<file path="config.mk">
export PLATFORM = sky130hd
export DESIGN_NAME = if_stage
export DESIGN_NICKNAME = d
export VERILOG_FILES = /design/src/logic/if_pkg.sv /design/src/logic/fetch_if.sv /design/src/logic/if_stage.sv /design/src/logic/dummy_insert.sv /design/src/logic/instr_predecoder.sv /design/src/logic/prefetch_unit.sv /design/src/logic/pc_select.sv
export SDC_FILE = /design/constraint.sdc
export NUM_CORES = 1
export LEC_CHECK = 0
export BUFFER_PORTS_ARGS = -buffer_cell sky130_fd_sc_hd__buf_4
export CORE_MARGIN = 2
export CORE_UTILIZATION = 40
export CTS_BUF_LIST = sky130_fd_sc_hd__clkbuf_8
export CTS_CLUSTER_DIAMETER = 40
export DETAILED_ROUTE_END_ITERATION = 10
export GPL_TIMING_DRIVEN = 0
export HOLD_SLACK_MARGIN = 0.02
export SETUP_SLACK_MARGIN = 0.1
export SLEW_MARGIN = 20
export SYNTH_ARGS = -nofsm -noshare
export SYNTH_HDL_FRONTEND = slang
export SYNTH_SLANG_ARGS = --single-unit
</file>
<file path="constraint.sdc">
create_clock -name clk -period 14.57 [get_ports clk]
set_clock_uncertainty 0.1 [all_clocks]
set_input_delay 2.1855 -clock clk [delete_from_list [all_inputs] [get_ports clk]]
set_output_delay 2.1855 -clock clk [all_outputs]
set_load 0.02 [all_outputs]
</file>
<file path="src/logic/if_pkg.sv">
// Fetch stage types and constants

package if_pkg;

  ////////////////////////////////////////////////////////////////////////////
  // Basic types
  ////////////////////////////////////////////////////////////////////////////

  // Byte address and raw instruction word
  typedef logic [31:0] addr_t;
  typedef logic [31:0] instr_t;

  // Source of the next fetch address
  typedef enum logic [2:0] {
    PC_BOOT,
    PC_JUMP,
    PC_BRANCH,
    PC_MRET,
    PC_TRAP_EXC,
    PC_TRAP_IRQ
  } pc_mux_e;

  // RV32I major opcodes, encoded as instr[6:0]
  typedef enum logic [6:0] {
    LOAD     = 7'b0000011,
    STORE    = 7'b0100011,
    OP_IMM   = 7'b0010011,
    OP       = 7'b0110011,
    LUI      = 7'b0110111,
    AUIPC    = 7'b0010111,
    JAL      = 7'b1101111,
    JALR     = 7'b1100111,
    BRANCH   = 7'b1100011,
    SYSTEM   = 7'b1110011,
    MISC_MEM = 7'b0001111
  } opcode_e;

  // Prefetcher FSM
  typedef enum logic [1:0] {
    IDLE,
    FETCH,
    FLUSH
  } pf_state_e;

  ////////////////////////////////////////////////////////////////////////////
  // Constants
  ////////////////////////////////////////////////////////////////////////////

  localparam int MTVEC_W  = 25;
  localparam int IRQ_ID_W = 5;

  // Outstanding plus buffered words never exceed this
  localparam int PF_DEPTH = 2;
  localparam int PF_CNT_W = $clog2(PF_DEPTH + 1);
  localparam int PF_PTR_W = $clog2(PF_DEPTH);

  // Dummy pacing, gap counter holds 0..DUMMY_MAX_GAP
  localparam int DUMMY_MAX_GAP = 16;
  localparam int GAP_W         = $clog2(DUMMY_MAX_GAP) + 1;

  // Galois LFSR, x^32 + x^22 + x^2 + x + 1
  localparam logic [31:0] LFSR_SEED = 32'h3c6e_f372;
  localparam logic [31:0] LFSR_TAPS = 32'h8020_0003;

  // ADDI x0,x0,0
  localparam instr_t INSTR_NOP = 32'h0000_0013;

endpackage
</file>
<file path="src/logic/fetch_if.sv">
// Buffered fetch channel

`timescale 1ns/10ps

interface fetch_if;

  // Handshake, word moves when both are high
  logic        valid;
  logic        ready;

  // Word payload and its byte address
  logic [31:0] addr;
  logic [31:0] rdata;

  // Bus error reported with the response
  logic        err;

  // Prefetcher side
  modport src (
    output valid,
    output addr,
    output rdata,
    output err,
    input  ready
  );

  // Consumer side
  modport dst (
    input  valid,
    input  addr,
    input  rdata,
    input  err,
    output ready
  );

endinterface

</file>
<file path="src/logic/if_stage.sv">
// Instruction fetch stage

`timescale 1ns/10ps

module if_stage import if_pkg::*; (
  input  logic                clk,
  input  logic                rst_n,
  // Control and targets
  input  logic                pc_set_i,
  input  pc_mux_e             pc_mux_i,
  input  addr_t               boot_addr_i,
  input  addr_t               jump_target_i,
  input  addr_t               branch_target_i,
  input  addr_t               mepc_i,
  input  logic [MTVEC_W-1:0]  mtvec_addr_i,
  input  logic [IRQ_ID_W-1:0] irq_id_i,
  input  logic                kill_if_i,
  input  logic                halt_if_i,
  input  logic                dummy_en_i,
  // OBI instruction bus
  output logic                instr_req_o,
  input  logic                instr_gnt_i,
  output addr_t               instr_addr_o,
  input  logic                instr_rvalid_i,
  input  instr_t              instr_rdata_i,
  input  logic                instr_err_i,
  // IF/ID register
  input  logic                id_ready_i,
  output logic                id_valid_o,
  output addr_t               id_pc_o,
  output instr_t              id_instr_o,
  output opcode_e             id_opcode_o,
  output logic                id_illegal_o,
  output logic                id_bus_err_o,
  output logic                id_dummy_o,
  // Status
  output logic                if_busy_o,
  output logic                csr_mtvec_init_o
);

  addr_t   branch_addr;
  opcode_e pre_opcode;
  logic    pre_illegal;
  logic    dummy_ins;
  instr_t  dummy_word;
  logic    if_valid;
  logic    issued;

  fetch_if fetch_bus ();

  pc_select u_pc_select (
    .pc_mux_i        (pc_mux_i),
    .boot_addr_i     (boot_addr_i),
    .jump_target_i   (jump_target_i),
    .branch_target_i (branch_target_i),
    .mepc_i          (mepc_i),
    .mtvec_addr_i    (mtvec_addr_i),
    .irq_id_i        (irq_id_i),
    .branch_addr_o   (branch_addr)
  );

  prefetch_unit u_prefetch (
    .clk           (clk),
    .rst_n         (rst_n),
    .pc_set_i      (pc_set_i),
    .branch_addr_i (branch_addr),
    .req_o         (instr_req_o),
    .gnt_i         (instr_gnt_i),
    .addr_o        (instr_addr_o),
    .rvalid_i      (instr_rvalid_i),
    .rdata_i       (instr_rdata_i),
    .err_i         (instr_err_i),
    .fetch         (fetch_bus),
    .busy_o        (if_busy_o)
  );

  instr_predecoder u_predec (
    .instr_i   (fetch_bus.rdata),
    .err_i     (fetch_bus.err),
    .opcode_o  (pre_opcode),
    .illegal_o (pre_illegal)
  );

  dummy_insert u_dummy (
    .clk           (clk),
    .rst_n         (rst_n),
    .enable_i      (dummy_en_i),
    .issued_i      (issued),
    .insert_o      (dummy_ins),
    .dummy_instr_o (dummy_word)
  );

  ////////////////////////////////////////////////////////////////////////////
  // Stage handshake
  ////////////////////////////////////////////////////////////////////////////

  // Dummy also waits for a buffered word, whose PC it borrows
  assign if_valid = fetch_bus.valid && !kill_if_i && !halt_if_i;

  // Kill drains the buffer, dummy keeps the real word in place
  assign fetch_bus.ready = kill_if_i || (id_ready_i && !dummy_ins && !halt_if_i);

  assign issued = if_valid && id_ready_i;

  // mtvec init request on boot
  assign csr_mtvec_init_o = pc_set_i && (pc_mux_i == PC_BOOT);

  ////////////////////////////////////////////////////////////////////////////
  // IF/ID register
  ////////////////////////////////////////////////////////////////////////////

  always_ff @(posedge clk or negedge rst_n) begin
    if (!rst_n) begin
      id_valid_o   <= 1'b0;
      id_instr_o   <= INSTR_NOP;
      id_illegal_o <= 1'b0;
      id_bus_err_o <= 1'b0;
      id_dummy_o   <= 1'b0;
    end else if (issued) begin
      id_valid_o   <= 1'b1;
      id_instr_o   <= dummy_ins ? dummy_word : fetch_bus.rdata;
      id_illegal_o <= dummy_ins ? 1'b0 : pre_illegal;
      id_bus_err_o <= dummy_ins ? 1'b0 : fetch_bus.err;
      id_dummy_o   <= dummy_ins;
    end else if (id_ready_i) begin
      id_valid_o <= 1'b0;
    end
  end

  // Address and class of the issued word
  always_ff @(posedge clk) begin
    if (issued) begin
      id_pc_o     <= fetch_bus.addr;
      id_opcode_o <= dummy_ins ? OP : pre_opcode;
    end
  end

endmodule

</file>
<file path="src/logic/dummy_insert.sv">
// Dummy instruction insertion

`timescale 1ns/10ps

module dummy_insert import if_pkg::*; (
  input  logic   clk,
  input  logic   rst_n,
  input  logic   enable_i,
  input  logic   issued_i,
  output logic   insert_o,
  output instr_t dummy_instr_o
);

  logic [31:0]      lfsr_q;
  logic [GAP_W-1:0] gap_q;
  logic [GAP_W-1:0] gap_load;

  // Gap of 1..DUMMY_MAX_GAP real issues
  assign gap_load = GAP_W'(lfsr_q[GAP_W-2:0]) + GAP_W'(1);

  assign insert_o = enable_i && (gap_q == '0);

  // Everything moves only on an issue edge
  always_ff @(posedge clk or negedge rst_n) begin
    if (!rst_n) begin
      lfsr_q <= LFSR_SEED;
      gap_q  <= GAP_W'(LFSR_SEED[GAP_W-2:0]) + GAP_W'(1);
    end else if (issued_i) begin
      lfsr_q <= {1'b0, lfsr_q[31:1]} ^ (lfsr_q[0] ? LFSR_TAPS : 32'h0);
      if (insert_o) begin
        // Dummy went out, start a new gap
        gap_q <= gap_load;
      end else if (gap_q != '0) begin
        gap_q <= gap_q - GAP_W'(1);
      end
    end
  end

  // add x0, rs1, rs2 with random sources
  assign dummy_instr_o = {7'b0000000, lfsr_q[14:10], lfsr_q[19:15], 3'b000, 5'b00000, OP};

  a_no_dummy_off: assert property (@(posedge clk) disable iff (!rst_n)
    !enable_i |-> !insert_o);

endmodule

</file>
<file path="src/logic/instr_predecoder.sv">
// Instruction predecoder

`timescale 1ns/10ps

module instr_predecoder import if_pkg::*; (
  input  instr_t  instr_i,
  input  logic    err_i,
  output opcode_e opcode_o,
  output logic    illegal_o
);

  logic known;

  // Major opcode lookup
  always_comb begin
    // Unknown encodings report the NOP class
    opcode_o = OP_IMM;
    known    = 1'b0;
    case (instr_i[6:0])
      LOAD,
      STORE,
      OP_IMM,
      OP,
      LUI,
      AUIPC,
      JAL,
      JALR,
      BRANCH,
      SYSTEM,
      MISC_MEM: begin
        opcode_o = opcode_e'(instr_i[6:0]);
        known    = 1'b1;
      end
      default: begin
        known = 1'b0;
      end
    endcase
  end

  // Compressed quadrants are not supported
  // Bus error wins, the word content is meaningless then
  assign illegal_o = !err_i && ((instr_i[1:0] != 2'b11) || !known);

endmodule

</file>
<file path="src/logic/prefetch_unit.sv">
// Instruction prefetcher

`timescale 1ns/10ps

module prefetch_unit import if_pkg::*; (
  input  logic   clk,
  input  logic   rst_n,
  input  logic   pc_set_i,
  input  addr_t  branch_addr_i,
  // OBI instruction bus
  output logic   req_o,
  input  logic   gnt_i,
  output addr_t  addr_o,
  input  logic   rvalid_i,
  input  instr_t rdata_i,
  input  logic   err_i,
  // Buffered words toward the stage
  fetch_if.src   fetch,
  output logic   busy_o
);

  pf_state_e           state_q;
  pf_state_e           state_d;
  addr_t               addr_q;
  addr_t               tgt_q;
  addr_t               rsp_addr_q;
  logic [PF_CNT_W-1:0] out_cnt_q;
  logic [PF_CNT_W-1:0] out_cnt_d;
  logic [PF_CNT_W-1:0] drop_cnt_q;
  logic [PF_CNT_W-1:0] drop_cnt_d;
  logic [PF_CNT_W-1:0] fifo_cnt_q;
  logic [PF_PTR_W-1:0] wr_ptr_q;
  logic [PF_PTR_W-1:0] rd_ptr_q;
  addr_t               fifo_addr [PF_DEPTH];
  instr_t              fifo_data [PF_DEPTH];
  logic                fifo_err  [PF_DEPTH];
  logic                gnt_ok;
  logic                drop;
  logic                push;
  logic                pop;

  ////////////////////////////////////////////////////////////////////////////
  // Bus side
  ////////////////////////////////////////////////////////////////////////////

  // Total can only shrink without a grant, so req never drops early
  assign req_o  = (state_q != IDLE) && ((out_cnt_q + fifo_cnt_q) < PF_CNT_W'(PF_DEPTH));
  assign addr_o = addr_q;
  assign gnt_ok = req_o && gnt_i;

  // Old-path responses, a response in the redirect cycle included
  assign drop = rvalid_i && (pc_set_i || (drop_cnt_q != '0));
  assign push = rvalid_i && !drop;
  assign pop  = fetch.valid && fetch.ready;

  assign out_cnt_d = out_cnt_q + PF_CNT_W'(gnt_ok) - PF_CNT_W'(rvalid_i);

  // Everything still in flight after a redirect belongs to the old path
  always_comb begin
    drop_cnt_d = drop_cnt_q;
    if (pc_set_i) begin
      drop_cnt_d = out_cnt_d;
    end else begin
      if (rvalid_i && (drop_cnt_q != '0)) begin
        drop_cnt_d = drop_cnt_d - PF_CNT_W'(1);
      end
      // Grant of the stale request held over a redirect
      if (gnt_ok && (state_q == FLUSH)) begin
        drop_cnt_d = drop_cnt_d + PF_CNT_W'(1);
      end
    end
  end

  // FLUSH keeps an ungranted old request on the bus until its grant
  always_comb begin
    state_d = state_q;
    unique case (state_q)
      IDLE: begin
        if (pc_set_i) begin
          state_d = FETCH;
        end
      end
      FETCH: begin
        if (pc_set_i && req_o && !gnt_i) begin
          state_d = FLUSH;
        end
      end
      FLUSH: begin
        if (gnt_ok) begin
          state_d = FETCH;
        end
      end
      default: begin
        state_d = IDLE;
      end
    endcase
  end

  always_ff @(posedge clk or negedge rst_n) begin
    if (!rst_n) begin
      state_q    <= IDLE;
      out_cnt_q  <= '0;
      drop_cnt_q <= '0;
      fifo_cnt_q <= '0;
      wr_ptr_q   <= '0;
      rd_ptr_q   <= '0;
      addr_q     <= '0;
      rsp_addr_q <= '0;
    end else begin
      state_q    <= state_d;
      out_cnt_q  <= out_cnt_d;
      drop_cnt_q <= drop_cnt_d;
      // Redirect empties the buffer, first kept response is the target
      if (pc_set_i) begin
        fifo_cnt_q <= '0;
        rd_ptr_q   <= wr_ptr_q;
        rsp_addr_q <= branch_addr_i;
      end else begin
        fifo_cnt_q <= fifo_cnt_q + PF_CNT_W'(push) - PF_CNT_W'(pop);
        if (push) begin
          wr_ptr_q   <= wr_ptr_q + PF_PTR_W'(1);
          rsp_addr_q <= rsp_addr_q + 32'd4;
        end
        if (pop) begin
          rd_ptr_q <= rd_ptr_q + PF_PTR_W'(1);
        end
      end
      // Next request address
      if (pc_set_i && (state_d != FLUSH)) begin
        addr_q <= branch_addr_i;
      end else if (gnt_ok) begin
        addr_q <= (state_q == FLUSH) ? tgt_q : addr_q + 32'd4;
      end
    end
  end

  // Redirect target and buffer storage
  always_ff @(posedge clk) begin
    if (pc_set_i) begin
      tgt_q <= branch_addr_i;
    end
    if (push) begin
      fifo_addr[wr_ptr_q] <= rsp_addr_q;
      fifo_data[wr_ptr_q] <= rdata_i;
      fifo_err[wr_ptr_q]  <= err_i;
    end
  end

  ////////////////////////////////////////////////////////////////////////////
  // Stage side
  ////////////////////////////////////////////////////////////////////////////

  // Never offer an old-path word in the redirect cycle
  assign fetch.valid = (fifo_cnt_q != '0) && !pc_set_i;
  assign fetch.addr  = fifo_addr[rd_ptr_q];
  assign fetch.rdata = fifo_data[rd_ptr_q];
  assign fetch.err   = fifo_err[rd_ptr_q];

  assign busy_o = (out_cnt_q != '0);

  // Waiting request holds address until granted, redirects included
  a_addr_stable: assert property (@(posedge clk) disable iff (!rst_n)
    req_o && !gnt_i |=> req_o && $stable(addr_o));

  // In-flight plus buffered words fit the buffer
  a_depth: assert property (@(posedge clk) disable iff (!rst_n)
    (out_cnt_q + fifo_cnt_q) <= PF_DEPTH);

endmodule

</file>
<file path="src/logic/pc_select.sv">
// Fetch address select

`timescale 1ns/10ps

module pc_select import if_pkg::*; (
  input  pc_mux_e             pc_mux_i,
  input  addr_t               boot_addr_i,
  input  addr_t               jump_target_i,
  input  addr_t               branch_target_i,
  input  addr_t               mepc_i,
  input  logic [MTVEC_W-1:0]  mtvec_addr_i,
  input  logic [IRQ_ID_W-1:0] irq_id_i,
  output addr_t               branch_addr_o
);

  // Fetch is word-aligned only, so bits [1:0] are always dropped
  always_comb begin
    unique case (pc_mux_i)
      PC_BOOT: begin
        branch_addr_o = {boot_addr_i[31:2], 2'b00};
      end
      PC_JUMP: begin
        branch_addr_o = {jump_target_i[31:2], 2'b00};
      end
      PC_BRANCH: begin
        branch_addr_o = {branch_target_i[31:2], 2'b00};
      end
      // Return to the interrupted instruction
      PC_MRET: begin
        branch_addr_o = {mepc_i[31:2], 2'b00};
      end
      // All exceptions share the mtvec base
      PC_TRAP_EXC: begin
        branch_addr_o = {mtvec_addr_i, 7'h00};
      end
      // Vectored, base + 4 * id
      PC_TRAP_IRQ: begin
        branch_addr_o = {mtvec_addr_i, irq_id_i, 2'b00};
      end
      default: begin
        branch_addr_o = {boot_addr_i[31:2], 2'b00};
      end
    endcase
  end

endmodule

</file>
# Yosys cells after proc, flatten, opt, wreduce, memory -nomap -nowiden
# Memory sizes are Yosys's and may differ from the RTL's. A register that Yosys moved wholly into a read port is not among the register bits.
# Cells that the tools add are included.
[word_totals]
ram_bits = 130
output_inout_bits = 110
elab_cells = 134
input_bits = 203
ff_bits = 186
n_memories = 3
[classes]
eq_ne = 20
muxes = 29
add_sub_neg = 13
order_cmp = 1
n_reduce_logical = 47
bitwise_logic = 3
[memory_table]
columns = ["memory", "depth", "word_bits", "rd", "rd_clocked_by_memory_dff", "write_ports", "line_no", "text"]
rows = [
  ["u_prefetch.fifo_addr", 2, 32, 1, 1, 1, "prefetch_unit.sv:34", "addr_t fifo_addr [PF_DEPTH];"],
  ["u_prefetch.fifo_data", 2, 32, 1, 0, 1, "prefetch_unit.sv:35", "instr_t fifo_data [PF_DEPTH];"],
  ["u_prefetch.fifo_err", 2, 1, 1, 0, 1, "prefetch_unit.sv:36", "logic fifo_err [PF_DEPTH];"],
]
[ops]
columns = ["op", "n"]
rows = [
  ["$mux 32", 7],
  ["$pmux 32 s5", 1],
  ["$add 32x3->32 const B", 2],
  ["$xor 31x32->32", 1],
  ["$eq 7x7->1 const B", 4],
  ["$eq 7x6->1 const B", 3],
  ["$logic_and 1x1->1", 19],
  ["$reduce_bool 2->1", 9],
  ["$mux 2", 8],
  ["$eq 7x5->1 const B", 2],
  ["$reduce_or 11->1", 1],
  ["$mux 5", 2],
  ["$mux 1", 9],
  ["$logic_not 1->1", 8],
  ["$eq 7x2->1 const B", 1],
  ["$eq 7x4->1 const B", 1],
  ["$eq 3x2->1 const B", 2],
  ["$eq 3x3->1 const B", 2],
  ["$mux 6", 1],
  ["$pmux 2 s3", 1],
  ["$add 4x1->5 const B", 1],
  ["$logic_not 5->1", 1],
  ["$reduce_bool 5->1", 1],
  ["$sub 5x1->5 const B", 1],
  ["other kinds (17)", 25],
]

# Longest topological paths before layout
# Gate-level depths: netlist of the first run.
[depth]
depth_word = 10
ltp_mapped = 12
depth_no_buf = 10

# Hierarchy
# Synthesis of the first run repeated with hierarchy kept, for this count alone.
[hier_totals]
cells_unflattened = 1274
hier_area_um2 = 17331.6
[by_module_without_submodules]
columns = ["mod", "seq_area_each_um2", "area_per_inst_um2", "n_inst", "cells_per_inst"]
rows = [
  ["prefetch_unit", 6716.4, 10452.5, 1, 798],
  ["if_stage", 2075.7, 3263.1, 1, 164],
  ["dummy_insert", 952.2, 1805.5, 1, 143],
  ["pc_select", 0.0, 1644.1, 1, 144],
  ["instr_predecoder", 0.0, 166.4, 1, 25],
]

# Least setup slack after synthesis of the first run
# Ideal clock, no wire load.
[synth_path]
path_type = "input to register"
start = "input pc_set_i"
end = "memory u_prefetch.fifo_addr[0][10] (netlist name) (enable)"
cell_stages = 4
arrival_ns = 7.105
required_ns = 13.908
setup_slack_ns = 6.803
setup_ns = 0.562
n_path_buf = 3
path_cell_list = "clkbuf_1 -> clkbuf_1 -> buf_1 -> nor3_1"
[synth_via]
elab_chain_cells = 6
[synth_rtl]
columns = ["item", "line_no", "text"]
rows = [
  ["start, declared", "if_stage.sv:9", "input logic pc_set_i,"],
  ["$logic_or 1x1->1", "prefetch_unit.sv:52", "assign drop = rvalid_i && (pc_set_i || (drop_cnt_q != '0));"],
  ["$logic_and 1x1->1", "prefetch_unit.sv:52", ""],
  ["$logic_not 1->1", "prefetch_unit.sv:53", "assign push = rvalid_i && !drop;"],
  ["$logic_and 1x1->1", "prefetch_unit.sv:53", ""],
  ["$mux 1", "prefetch_unit.sv:142", "if (push) begin"],
  ["$mux 1 (implied by the code)", "prefetch_unit.sv:143", "fifo_addr[wr_ptr_q] <= rsp_addr_q;"],
  ["end, declared", "prefetch_unit.sv:34", ""],
]
# No other way between the ends.

# Worst setup path after layout of the first run
[layout_path]
start = "input pc_set_i"
end = "output csr_mtvec_init_o"
[layout_via]
elab_chain_cells = 1
[layout_rtl]
columns = ["item", "line_no", "text"]
rows = [
  ["$logic_and 1x1->1", "if_stage.sv:106", "assign csr_mtvec_init_o = pc_set_i && (pc_mux_i == PC_BOOT);"],
  ["end, declared", "if_stage.sv:38", "output logic csr_mtvec_init_o"],
]
# No other way between the ends.

==> results of run 1 <==
## logic make-up after synthesis
kind of cell    count (synthesis)  synth area share [%]
fa+ha+maj                      10                0.7933
compound gates                240                 9.909
mux                           142                 10.95
other cells                     2               0.04762
xor+xnor                       47                 2.610
simple gates                  434                 13.13
buf+inv                       113                 2.935
flops                         336                 59.63
## state kept, by name (all words and copies together) (netlist names), 5 cells and up
name and flops:
id_opcode_o 7, u_prefetch.fifo_addr 60, u_prefetch.tgt_q 30, u_prefetch.rsp_addr_q 30, u_dummy.lfsr_q 32, id_pc_o 30, u_dummy.gap_q 5, id_instr_o 32
u_prefetch.fifo_data 64, u_prefetch.addr_o 30
## worst max-delay path: cells and delay by family
kind / cells / cell delay, ns
buffers and inverters: 4 / 1.37
AND/OR/NAND/NOR: 1 / 0.35
## worst min-delay path by stage
stage,end,slack [ns],cells past startpoint
after floorplan,u_dummy.lfsr_q[26]$_DFFE_PN1P_,0.33,2
after global placement,u_dummy.lfsr_q[26]$_DFFE_PN1P_,0.34,2
after detailed placement,u_dummy.lfsr_q[4]$_DFFE_PN1P_,0.35,2
after CTS,u_dummy.lfsr_q[8]$_DFFE_PN1P_,0.35,2
after global routing,u_dummy.lfsr_q[6]$_DFFE_PN1P_,0.37,2
final,u_dummy.lfsr_q[4]$_DFFE_PN1P_,0.35,2
## cell type report
class | instances | area, sq um | share of cell area, %
buffer | 89 | 376.6 | 1.886
clock buffer | 63 | 867.1 | 4.342
clock inverter | 45 | 300.3 | 1.504
inverter | 24 | 90.09 | 0.4511
multi-input combinational | 879 | 5929 | 29.69
sequential | 336 | 9404 | 47.09
tap | 518 | 648.1 | 3.245
timing repair buffer | 307 | 2356 | 11.80
## placed cells by master (no fill, tap or decap), types with 24 or more instances in the layout
master and instances:
nand2_1 208, edfxtp_1 193, mux2i_1 42, o21ai_0 87, mux2_2 84, nor2_1 52
xnor2_1 31, clkbuf_1 63, buf_4 305, a21oi_1 35, nand3_1 51, inv_1 49
dfrtp_1 119, dfstp_2 24, clkbuf_8 63
## Yosys cell counts (17+ instances only)
cell type / n
nand2_1: 208
nand4_1: 19
inv_1: 22
dfstp_2: 24
mux2i_1: 42
nor4_1: 18
a22oi_1: 21
o21ai_0: 87
clkbuf_1: 64
xnor2_1: 31
a21oi_1: 35
nor3_1: 17
mux2_2: 84
dfrtp_1: 119
nor2_1: 52
nand3_1: 51
edfxtp_1: 193
## power groups by stage
stage	clock, mW	combinational, mW	sequential [mW]
after floorplan	0	0.538	1.41
after global placement	0	1.01	1.36
after detailed placement	0	1.03	1.36
after CTS	0.878	1.03	1.34
after global routing	0.920	1.12	1.37
final	0.851	1.02	1.34
## layer usage
metal	vias up	share of wire, %
li1	5669	-
met1	5936	41
met2	545	48
met3	103	7.2
met4	2	3.8
met5	-	0.028
==> summary.md, run 1 <==
| Metric | Value |
|---|---|
| F_max | `160.3 MHz` |
| Final Cell Area | `~20000 sq um` |
| TritonRoute pass-1 iters | `5` |
| DIE AREA | `41030 sq um` |
| Area leader, netlist | `edfxtp_1` |
| Final core occ | `~51%` |
| Gr ovfl total | `0` |
| Vias per inst | `5.420` |
| Worst R2R Setup Slack | `11.66 ns` |
| Synth top area share | `a little under two fifths` |
| TNS Setup | `0 ns` |
| Drt wl/cell | `20.87 um` |
| Die H | `202.6 um` |
| Worst EP arrival | `3.95 ns` |
| Min-delay src | `u_dummy.lfsr_q[5]$_DFFE_PN1P_` |
| Final GP Congestion | `0.9258` |
| Most frequent CP cell | `buf_4` |
| Headroom to the max-slew limit | `27.23%` |
| Clk buf depth | `3` |
| Crit-path max cell delay | `0.45 ns` |
| Antenna viol nets, final | `0` |
| Worst EP required | `between 10 and 15 ns` |
| Grt met1 use | `28.46%` |
| Pint | `2.085 mW` |
| Sw Pwr | `1.134 mW` |
| Initial Util | `40.62%` |
| Critical path type | `in2out` |
| Min-delay worst type | `reg2reg` |
| Final slew viol count | `0` |
| Setup crit end kind | `primary output` |
| Root Driver | `clkbuf_8` |
| Logic gate share of total power | `31.8%` |
| Pwr/cell area | `161.2 nW/um^2` |
| Layout Cells excl Fill | `2261` |
| Post-Syn Area | `15770 sq um` |
| Number of core rows | `72` |
| Largest net degree at the start of global routing | `between 80 and 90` |
| Max-cap violations | `0` |
| RSZ-0062 raised after global routing | `no` |
| Setup violators final | `0` |
| Final net count | `1908` |
| CTS buffer count | `between 50 and 60` |
| Routed Wire Length | `approximately 47000 um` |
| Crit path max fanout | `31` |
| R2R Path Start | `u_prefetch.addr_o[3]$_DFFE_PN0P_` |
| Area of the core | `38830 sq um` |
| Critical path, cell by cell | `buf_4 -> clkbuf_1 -> inv_1 -> nor4_1 -> buf_4` |
| Final period util | `42.80%` |
| Initial antenna violation count | `1` |
| Via count | `approximately 12000` |
| # IOs | `313` |
| Critical path startpoint | `pc_set_i` |
| Post-route DRC violation count | `0` |
| Initial DRC Count | `just over 800` |
| Post-CTS Setup Bufs | `0` |
| Fillers | `3507` |
| Buffers on Ports | `297` |
| Syn Area/Cell | `11.91 sq um` |
| Register bit total from synthesis | `336` |
| Sw Share | `35.23%` |
| Largest vdd supply drop | `0.06240 mV` |
| Post-synth cell types | `73` |
| Htree depth | `2` |
| Tmin final | `6.236 ns` |
| Placed Cells incl. Taps | `about 2200` |
| Sequential share of power | `41.7%` |
| Clock transition at path regs | `approximately 0.060 ns` |
| Run status | `completed` |
| Critical Path Slowest Stage Cell | `clkbuf_1` |
| First-pass GRT wire length | `72300 um` |
| PnR worst setup slack | `8.334 ns` |
| TritonCTS clock tree | `yes` |
| Vias in the first global route | `about 12000` |
| Final hold slack | `0.3516 ns` |
| GR peak layer | `met2` |
| Layout cell share with drive strength beyond 1 | `31.33%` |
| Global-route usage over all layers | `approximately 23%` |
| RR Endpoint | `u_prefetch.addr_o[28]$_DFFE_PN0P_` |
| Worst slack, placed | `8.333 ns` |
| Design Power | `3.219 mW` |
| Startpoint Class | `input port` |
| Largest cells by area after synthesis | `edfxtp_1 (37%), dfrtp_1 (19%), mux2_2 (6.0%)` |
| Synth Instances | `roughly 1300` |
| Slew @ Worst Pin | `1.082 ns` |
| Post-DP HPWL | `34940 um` |
| Sequential share of the synthesized area | `about three fifths` |
| YS warnings | `0` |
| Post-CTS resize count | `0` |
| Pleak | `8.131 nW` |
| GR Util met2 | `38.77%` |
| Post-synth EDFFs | `193` |
| Cts hold-fix bufs | `0` |
| Die extent in x | `202.6 um` |
| Async set-reset flop share out of synthesis | `42.56%` |
| Clock sinks | `around 340` |
| Clock share of power | `26.4%` |
| Area grow syn2layout | `26.63%` |
| Worst reg2reg path depth | `7` |
| Diode count | `0` |
| Worst-skew pair later-pin latency | `a little over 0.6 ns` |
| CP endpoint | `csr_mtvec_init_o` |
| Area after DPL | `18800 sq um` |
| Post-synth top flop | `edfxtp_1` |
| Final hold violation count | `0` |
| M3 GR Usage | `5.217%` |
(Power assumes the default switching activity.)
==> inputs of run 2 (changes only) <==
--- a/config.mk
+++ b/config.mk
@@ -5,6 +5,7 @@
 export SDC_FILE = /design/constraint.sdc
 export NUM_CORES = 1
 export LEC_CHECK = 0
+export ABC_AREA = 1
 export BUFFER_PORTS_ARGS = -buffer_cell sky130_fd_sc_hd__buf_4
 export CORE_MARGIN = 2
 export CORE_UTILIZATION = 40
==> constraint.sdc (replaced) <==
create_clock -name clk -period 5.7 [get_ports clk]
set_clock_uncertainty 0.1 [all_clocks]
set_input_delay 0.855 -clock clk [delete_from_list [all_inputs] [get_ports clk]]
set_output_delay 0.855 -clock clk [all_outputs]
set_load 0.02 [all_outputs]
==> run 2 against run 1 <==
Design area is 1.6% higher. Clock power grew to 2.7 times the previous value. Utilization hardly changed. Sequential share of layout area is 0.75 points lower. Via count is 10% higher. Die area is 0.83% higher. Register-to-register slack worse by 9.0 ns. Hold slack worse by 0.30 ns. Synthesized cell count is 31% higher. Critical endpoint unchanged. Largest cell class unchanged. Highest routed layer is now met4.
==> summary.md, run 2 <==
| Metric | Value |
|---|---|
| Run status | `completed` |
| Vias per inst | `5.025 (-7.3%)` |
| Headroom to the max-slew limit | `32.36% (+5.1 points)` |
| PnR worst setup slack | `2.224 ns (-6.109 ns)` |
| Register bit total from synthesis | `336 (unchanged)` |
| Area leader, netlist | `edfxtp_1` |
| Initial DRC Count | `869 (+6.4%)` |
| Routed Wire Length | `48350 um (+2.5%)` |
| CTS buffer count | `59 (+1.7%)` |
| Critical Path Slowest Stage Cell | `buf_4` |
| Critical path type | `in2out` |
| Antenna viol nets, final | `0 (unchanged)` |
| Area of the core | `39460 sq um (+1.6%)` |
| Gr ovfl total | `0 (unchanged)` |
| Post-route DRC violation count | `0 (unchanged)` |
| Slew @ Worst Pin | `1.015 ns (-0.06760 ns)` |
| Clock transition at path regs | `0.06 ns (about the same)` |
| Startpoint Class | `input port` |
| Pleak | `9.239 nW (+14%)` |
| Routed length on met2 | `23570 um (+3.1%)` |
| Synth top cells by count | `nand2_1 (649), edfxtp_1 (193), nor2_1 (141), nand3_1 (131), dfrtp_1 (119)` |
| Global-route usage over all layers | `23.25% (+0.32 points)` |
| Synth Instances | `1738 (+31%)` |
| Initial antenna violation count | `0 (-1)` |
| F_max | `287.7 MHz` |
| Number of core rows | `73 (+1.4%)` |
| Layout cell share with drive strength beyond 1 | `23.80% (-7.5 points)` |
| Post-Syn Area | `15900 sq um (+0.84%)` |
| Worst EP arrival | `2.52 ns (-1.43 ns)` |
| Initial Util | `40.31% (-0.31 points)` |
| Tmin final | `3.476 ns` |
| Via count | `13492 (+10%)` |
| Worst-skew pair later-pin latency | `0.64 ns (+0.03 ns)` |
| Die H | `203.4 um (+0.41%)` |
| Async set-reset flop share out of synthesis | `42.56% (unchanged)` |
| Final slew viol count | `0 (unchanged)` |
| Post-CTS resize count | `0 (unchanged)` |
| Sequential share of the synthesized area | `59.13% (-0.50 points)` |
| Design Power | `8.525 mW (+160%)` |
| Final hold slack | `0.04963 ns (-0.3020 ns)` |
| Largest net degree at the start of global routing | `85 (-4.5%)` |
| Layout Cells excl Fill | `2685 (+19%)` |
| Most frequent cells in the layout | `nand2_1 (649), buf_4 (307), edfxtp_1 (193)` |
| Worst EP required | `4.74 ns (-7.54 ns)` |
| Buffers on Ports | `300 (+1.0%)` |
| Die extent in x | `203.4 um (+0.41%)` |
| TritonRoute pass-1 iters | `5 (unchanged)` |
| Syn Area/Cell | `9.151 sq um (-23%)` |
| RSZ-0062 raised after global routing | `no` |
| Post-synth top flop | `edfxtp_1` |
| Critical path, cell by cell | `buf_4 -> buf_4 -> inv_2 -> buf_6 -> clkbuf_1 -> nor3_1 -> buf_4` |
| Largest register FFs | `64 (unchanged)` |
| Area grow syn2layout | `27.62%` |
| Placed Cells incl. Taps | `2573 (+20%)` |
| Setup crit end kind | `primary output` |
| Commonest non-fill, non-tap cell in the layout | `nand2_1` |
| First-pass GRT wire length | `74320 um (+2.8%)` |
| Worst slack, placed | `2.108 ns (-6.225 ns)` |
| TritonCTS clock tree | `yes` |
| Cts hold-fix bufs | `0 (unchanged)` |
| Largest cells by area after synthesis | `edfxtp_1 (36%), dfrtp_1 (19%), nand2_1 (15%)` |
| Met3 WL post-DR | `3599 um (+5.4%)` |
| Top Metal Used | `met4` |
| Crit-path max cell delay | `0.39 ns (-0.06 ns)` |
| Crit path max fanout | `31 (unchanged)` |
| DIE AREA | `41370 sq um (+0.83%)` |
| Htree depth | `2 (unchanged)` |
| Drt wl/cell | `18.01 um (-14%)` |
| Largest Register | `u_prefetch.fifo_data` |
| Post-synth cell types | `45 (-38%)` |
| TNS Setup | `0 ns (unchanged)` |
| Synth top area share | `36.44% (-0.31 points)` |
| Post-synth EDFFs | `193 (unchanged)` |
| # IOs | `313 (unchanged)` |
| Post-CTS Setup Bufs | `0 (unchanged)` |
| Max-cap violations | `0 (unchanged)` |
| Final net count | `2322 (+22%)` |
| Clock sinks | `336 (unchanged)` |
| Pwr/cell area | `420.0 nW/um^2 (+160%)` |
| Final period util | `between 60 and 70%` |
| Min-delay worst type | `in2async` |
| Final GP Congestion | `0.9698 (+4.8%)` |
| Root Driver | `clkbuf_8` |
| Largest vdd supply drop | `0.1742 mV (+180%)` |
| Largest registers | `u_prefetch.fifo_data: 64 flops, u_prefetch.fifo_addr: 60 flops` |
| Met1 Routed Length | `19340 um (+1.2%)` |
| Most frequent CP cell | `buf_4` |
| Clk buf depth | `3 (unchanged)` |
| Diode count | `0 (unchanged)` |
| Post-DP HPWL | `36570 um (+4.7%)` |
| Top-count cell post-synth | `nand2_1` |
| YS warnings | `0 (unchanged)` |
| Final hold violation count | `0 (unchanged)` |
| Setup violators final | `0 (unchanged)` |
| Vias in the first global route | `13569 (+9.5%)` |
==> run 2: cell count changes in the layout (fill, tap and decap cells not counted), sizes merged, moves of 17 or more <==
cell    delta
buf       +24
inv       +75
nor2      +97
nand3     +85
nand2    +454
nor4      -17
mux2i     -25
clkbuf    -33
mux2      -84
==> run 2: layer usage <==
layer  vias to the layer above  GRT usage (%)
met2                       567          40.59
met5                         -              0
li1                       6503              -
met1                      6308          27.41
met3                       114          5.529
met4                         0          9.828
==> run 2: final cells by class <==
class | count | area (sq um)
plain buffers | 70 | 385.4
clock buffers | 74 | 1018
clock inverters | 38 | 270.3
fillers | 3714 | 19160
inverters | 104 | 390.4
multi-input cells | 1232 | 5754
flip-flops and latches | 336 | 9404
well taps | 525 | 656.9
repair buffers | 306 | 2417
==> run 2: worst paths after layout <==
| check | slack, ns | cells past startpoint | to | startpoint |
|---|---|---|---|---|
| setup / recovery | 2.22 | 7 | csr_mtvec_init_o | pc_set_i |
| hold / removal | 0.05 | 1 | id_valid_o$_DFFE_PN0P_ | rst_n |
| setup reg to reg | 2.62 | 7 | u_prefetch.fifo_data[1][13]$_DFFE_PP_ | u_prefetch.drop_cnt_q[0]$_DFF_PN0_ |
| hold reg to reg | 0.35 | 2 | u_dummy.lfsr_q[27]$_DFFE_PN1P_ | u_dummy.lfsr_q[28]$_DFFE_PN1P_ |
| max in group asynchronous | 4.59 | 2 | u_prefetch.rsp_addr_q[9]$_DFFE_PN0N_ | rst_n |
| min in group clk | 0.30 | 1 | u_prefetch.fifo_data[0][19]$_DFFE_PP_ | instr_rdata_i[19] |
==> run 2: where the power goes <==
group / total [mW] / internal (mW) / leakage (nW) / switching (mW)
Combinational: 2.57 / 0.987 / 5.00 / 1.59
Clock: 2.33 / 1.32 / 0.732 / 1.02
Sequential: 3.62 / 3.15 / 3.51 / 0.470
Total: 8.53 / 5.45 / 9.24 / 3.07
==> run 2: kinds of logic (layout without fill, tap and decap cells) <==
logic type / count (synthesis) / in the layout / synth area share [%]
simple gates: 1005 / 1005 / 26.27
flops: 336 / 336 / 59.13
buf+inv: 174 / 592 / 4.878
compound gates: 158 / 158 / 5.837
xor+xnor: 36 / 36 / 1.983
mux: 17 / 17 / 1.070
fa+ha+maj: 10 / 10 / 0.7867
other cells: 2 / 6 / 0.04722
==> run 2: stage by stage <==
step	utilization, %	cell area [sq um]
floorplan	-	15920
global placement	47.72	18830
detailed placement	48.17	19010
CTS	51.44	20300
global route	51.44	20300
finish	51.44	20300
==> run 2: critical path, delay by kind of cell <==
kind	cells	cell delay [ns]
buffers and inverters	6	1.33
and+or+nand+nor	1	0.29
==> inputs of run 3 (changes only) <==
--- a/config.mk
+++ b/config.mk
@@ -5,7 +5,7 @@
 export SDC_FILE = /design/constraint.sdc
 export NUM_CORES = 1
 export LEC_CHECK = 0
-export ABC_AREA = 1
+export ABC_AREA = 0
 export BUFFER_PORTS_ARGS = -buffer_cell sky130_fd_sc_hd__buf_4
 export CORE_MARGIN = 2
 export CORE_UTILIZATION = 40
==> constraint.sdc (replaced) <==
create_clock -name clk -period 3.6 [get_ports clk]
set_clock_uncertainty 0.1 [all_clocks]
set_input_delay 0.54 -clock clk [delete_from_list [all_inputs] [get_ports clk]]
set_output_delay 0.54 -clock clk [all_outputs]
set_load 0.02 [all_outputs]
==> run 3 against run 2 <==
Critical path depth did not move. Die area fell by 0.82%. Register-to-register slack got worse by 2.0 ns. Combinational power rose by 63%. Non-clock buffer count rose by 52. Worst setup slack got worse by 1.6 ns. Clock-buffer cell count fell by 8. Sequential share of layout area fell by 0.21 points. Flip-flop and latch count did not move. First-iteration DRC count rose by 0.46%. Final cell count fell by 15%. Critical path type is now in2reg. Critical endpoint is now u_prefetch.addr_o[20]$_DFFE_PN0P_. Largest power group unchanged. Highest routed layer unchanged.
==> summary.md, run 3 (same netlist as run 1, synthesis figures left out) <==
| Metric | Value |
|---|---|
| Run status | `completed` |
| Root Driver | `clkbuf_8` |
| Routed Wire Length | `46600 um (-3.6%)` |
| Final Cell Area | `20390 sq um (+0.45%)` |
| Final slew viol count | `0 (unchanged)` |
| Diode count | `0 (unchanged)` |
| Final core occ | `52.51% (+1.1 points)` |
| Die extent in x | `202.6 um (-0.41%)` |
| Via count | `12312 (-8.7%)` |
| Slew @ Worst Pin | `0.9778 ns (-0.03683 ns)` |
| Sw Share | `35.13% (-0.90 points)` |
| Largest registers | `u_prefetch.fifo_data: 64 flops, u_prefetch.fifo_addr: 60 flops` |
| GR peak layer | `met2` |
| Pint | `8.542 mW (+57%)` |
| Die H | `202.6 um (-0.41%)` |
| Delay-heaviest family, CP | `buffers and inverters` |
| Worst EP required | `3.99 ns (-0.75 ns)` |
| Tmin final | `2.991 ns` |
| M3 GR Usage | `4.944% (-0.59 points)` |
| Setup violators final | `0 (unchanged)` |
| Headroom to the max-slew limit | `34.21% (+1.9 points)` |
| Crit path max fanout | `31 (unchanged)` |
| Worst reg2reg path depth | `11 (+4)` |
| Antenna viol nets, final | `0 (unchanged)` |
| Area of the core | `38830 sq um (-1.6%)` |
| Initial antenna violation count | `0 (unchanged)` |
| Post-CTS Setup Bufs | `0 (unchanged)` |
| CP endpoint | `u_prefetch.addr_o[20]$_DFFE_PN0P_` |
| TritonCTS clock tree | `yes` |
| Area after DPL | `18820 sq um (-0.97%)` |
| Htree depth | `2 (unchanged)` |
| Vias per inst | `5.365 (+6.8%)` |
| CTS buffer count | `58 (-1.7%)` |
| Clock share of power | `26.9% (-0.4 points)` |
| Clock sinks | `336 (unchanged)` |
| Global-route usage over all layers | `22.44% (-0.81 points)` |
| DIE AREA | `41030 sq um (-0.82%)` |
| Startpoint Class | `input port` |
| Initial Util | `40.62% (+0.31 points)` |
| Setup crit end kind | `flip-flop` |
| Number of core rows | `72 (-1.4%)` |
| Largest net degree at the start of global routing | `92 (+8.2%)` |
| Pleak | `8.296 nW (-10%)` |
| First-pass GRT wire length | `71480 um (-3.8%)` |
| # IOs | `313 (unchanged)` |
| Most frequent CP cell | `clkbuf_1` |
| F_max | `334.4 MHz` |
| Worst EP arrival | `3.38 ns (+0.86 ns)` |
| Crit-path max cell delay | `0.71 ns (+0.32 ns)` |
| Largest Register | `u_prefetch.fifo_data` |
| Layout cell share with drive strength beyond 1 | `30.95% (+7.2 points)` |
| Post-CTS resize count | `0 (unchanged)` |
| Placed Cells incl. Taps | `2150 (-16%)` |
| Min-delay src | `dummy_en_i` |
| Critical path type | `in2reg` |
| GR Util met2 | `38.52% (-2.1 points)` |
| Final hold slack | `0.2049 ns (+0.1552 ns)` |
| Critical path startpoint | `pc_set_i` |
| Crit path depth | `7 (unchanged)` |
| Clk buf depth | `3 (unchanged)` |
| Min-delay worst type | `in2reg` |
| Post-route DRC violation count | `0 (unchanged)` |
| Sw Pwr | `4.627 mW (+51%)` |
| Area grow syn2layout | `29.27%` |
| Critical path, cell by cell | `buf_4 -> clkbuf_1 -> inv_1 -> or4_1 -> clkbuf_1 -> and3_1 -> a221o_1` |
| Gr ovfl total | `0 (unchanged)` |
| Final hold violation count | `0 (unchanged)` |
| Logic gate share of total power | `31.9% (+1.7 points)` |
| Pwr/cell area | `645.9 nW/um^2 (+54%)` |
| TritonRoute pass-1 iters | `5 (unchanged)` |
| RSZ-0062 raised after global routing | `no` |
| Cts hold-fix bufs | `35 (+35)` |
| Final period util | `83.07%` |
| Vias in the first global route | `12477 (-8.0%)` |
| Final net count | `1940 (-16%)` |
| Worst path buffer plus inverter count | `4 (-2)` |
| Most frequent cells in the layout | `buf_4 (300), nand2_1 (208), edfxtp_1 (193)` |
| Clock transition at path regs | `0.06 ns (about the same)` |
| Critical Path Slowest Stage Cell | `or4_1` |
| Drt wl/cell | `20.30 um (+13%)` |
| RR Endpoint | `u_prefetch.drop_cnt_q[1]$_DFF_PN0_` |
| Largest vdd supply drop | `0.2801 mV (+61%)` |
| Final GP Congestion | `0.8865 (-8.6%)` |
| Post-DP HPWL | `34400 um (-5.9%)` |
| Largest register FFs | `64 (unchanged)` |
| Worst-skew pair later-pin latency | `0.62 ns (-0.02 ns)` |
| Max-cap violations | `0 (unchanged)` |
| Buffers on Ports | `297 (-1.0%)` |
| Worst R2R Setup Slack | `0.65 ns (-1.97 ns)` |
| Commonest non-fill, non-tap cell in the layout | `buf_4` |
| Grt met1 use | `27.89% (+0.48 points)` |
| Sequential share of power | `41.3% (-1.2 points)` |
| R2R Path Start | `u_prefetch.fifo_cnt_q[1]$_DFF_PN0_` |
| Initial DRC Count | `873 (+0.46%)` |
| Layout Cells excl Fill | `2295 (-15%)` |
## run 3: how the worst min path moves through the flow
stage / endpoint / cells after the start
after floorplan: id_bus_err_o$_DFFE_PN0P_ / 0
after global placement: u_dummy.lfsr_q[5]$_DFFE_PN1P_ / 2
after detailed placement: u_dummy.lfsr_q[5]$_DFFE_PN1P_ / 2
after CTS: u_dummy.gap_q[0]$_DFFE_PN1P_ / 4
after global routing: u_prefetch.tgt_q[16]$_DFFE_PP_ / 3
final: u_dummy.gap_q[0]$_DFFE_PN1P_ / 4
## run 3: metrics by stage
step / total power, mW / TNS [ns] / setup WS [ns]
after floorplan: 7.879 / 0 / 0.3494
after global placement: 9.571 / -190.63 / -1.394
final: 13.17 / 0 / 0.6093
after detailed placement: 9.673 / 0 / 0.01726
after global routing: 13.90 / 0 / 0.4247
after CTS: 13.30 / 0 / 0.6686
## run 3: metal layers
metal / routed length, um / up-vias
met3: 3409 / 83
met2: 22760 / 521
li1: - / 5751
met1: 18990 / 5957
met5: 0 / -
met4: 1433 / 0
## run 3: final cells by class
type                            instances  area, sq um
Multi-Input combinational cell        879         5941
Timing Repair Buffer                  339         2714
Inverter                               24        90.09
Clock inverter                         44        306.5
Sequential cell                       336         9404
Tap cell                              518        648.1
Fill cell                            3473        18440
Clock buffer                           66        908.4
Buffer                                 89        376.6
## run 3: tightest hold or removal path: stages
cell and delay [ns]:
buf_4 0.13, a21oi_1 0.06, o21ai_0 0.13, nand2_1 0.05
## run 3: power groups by stage
stage	Sequential (mW)	Combinational, mW	Clock (mW)
2_1_floorplan	5.70	2.18	0
3_3_place_gp	5.49	4.08	0
3_5_place_dp	5.49	4.18	0
4_1_cts	5.43	4.23	3.64
5_1_grt	5.51	4.58	3.81
6_report	5.44	4.20	3.54
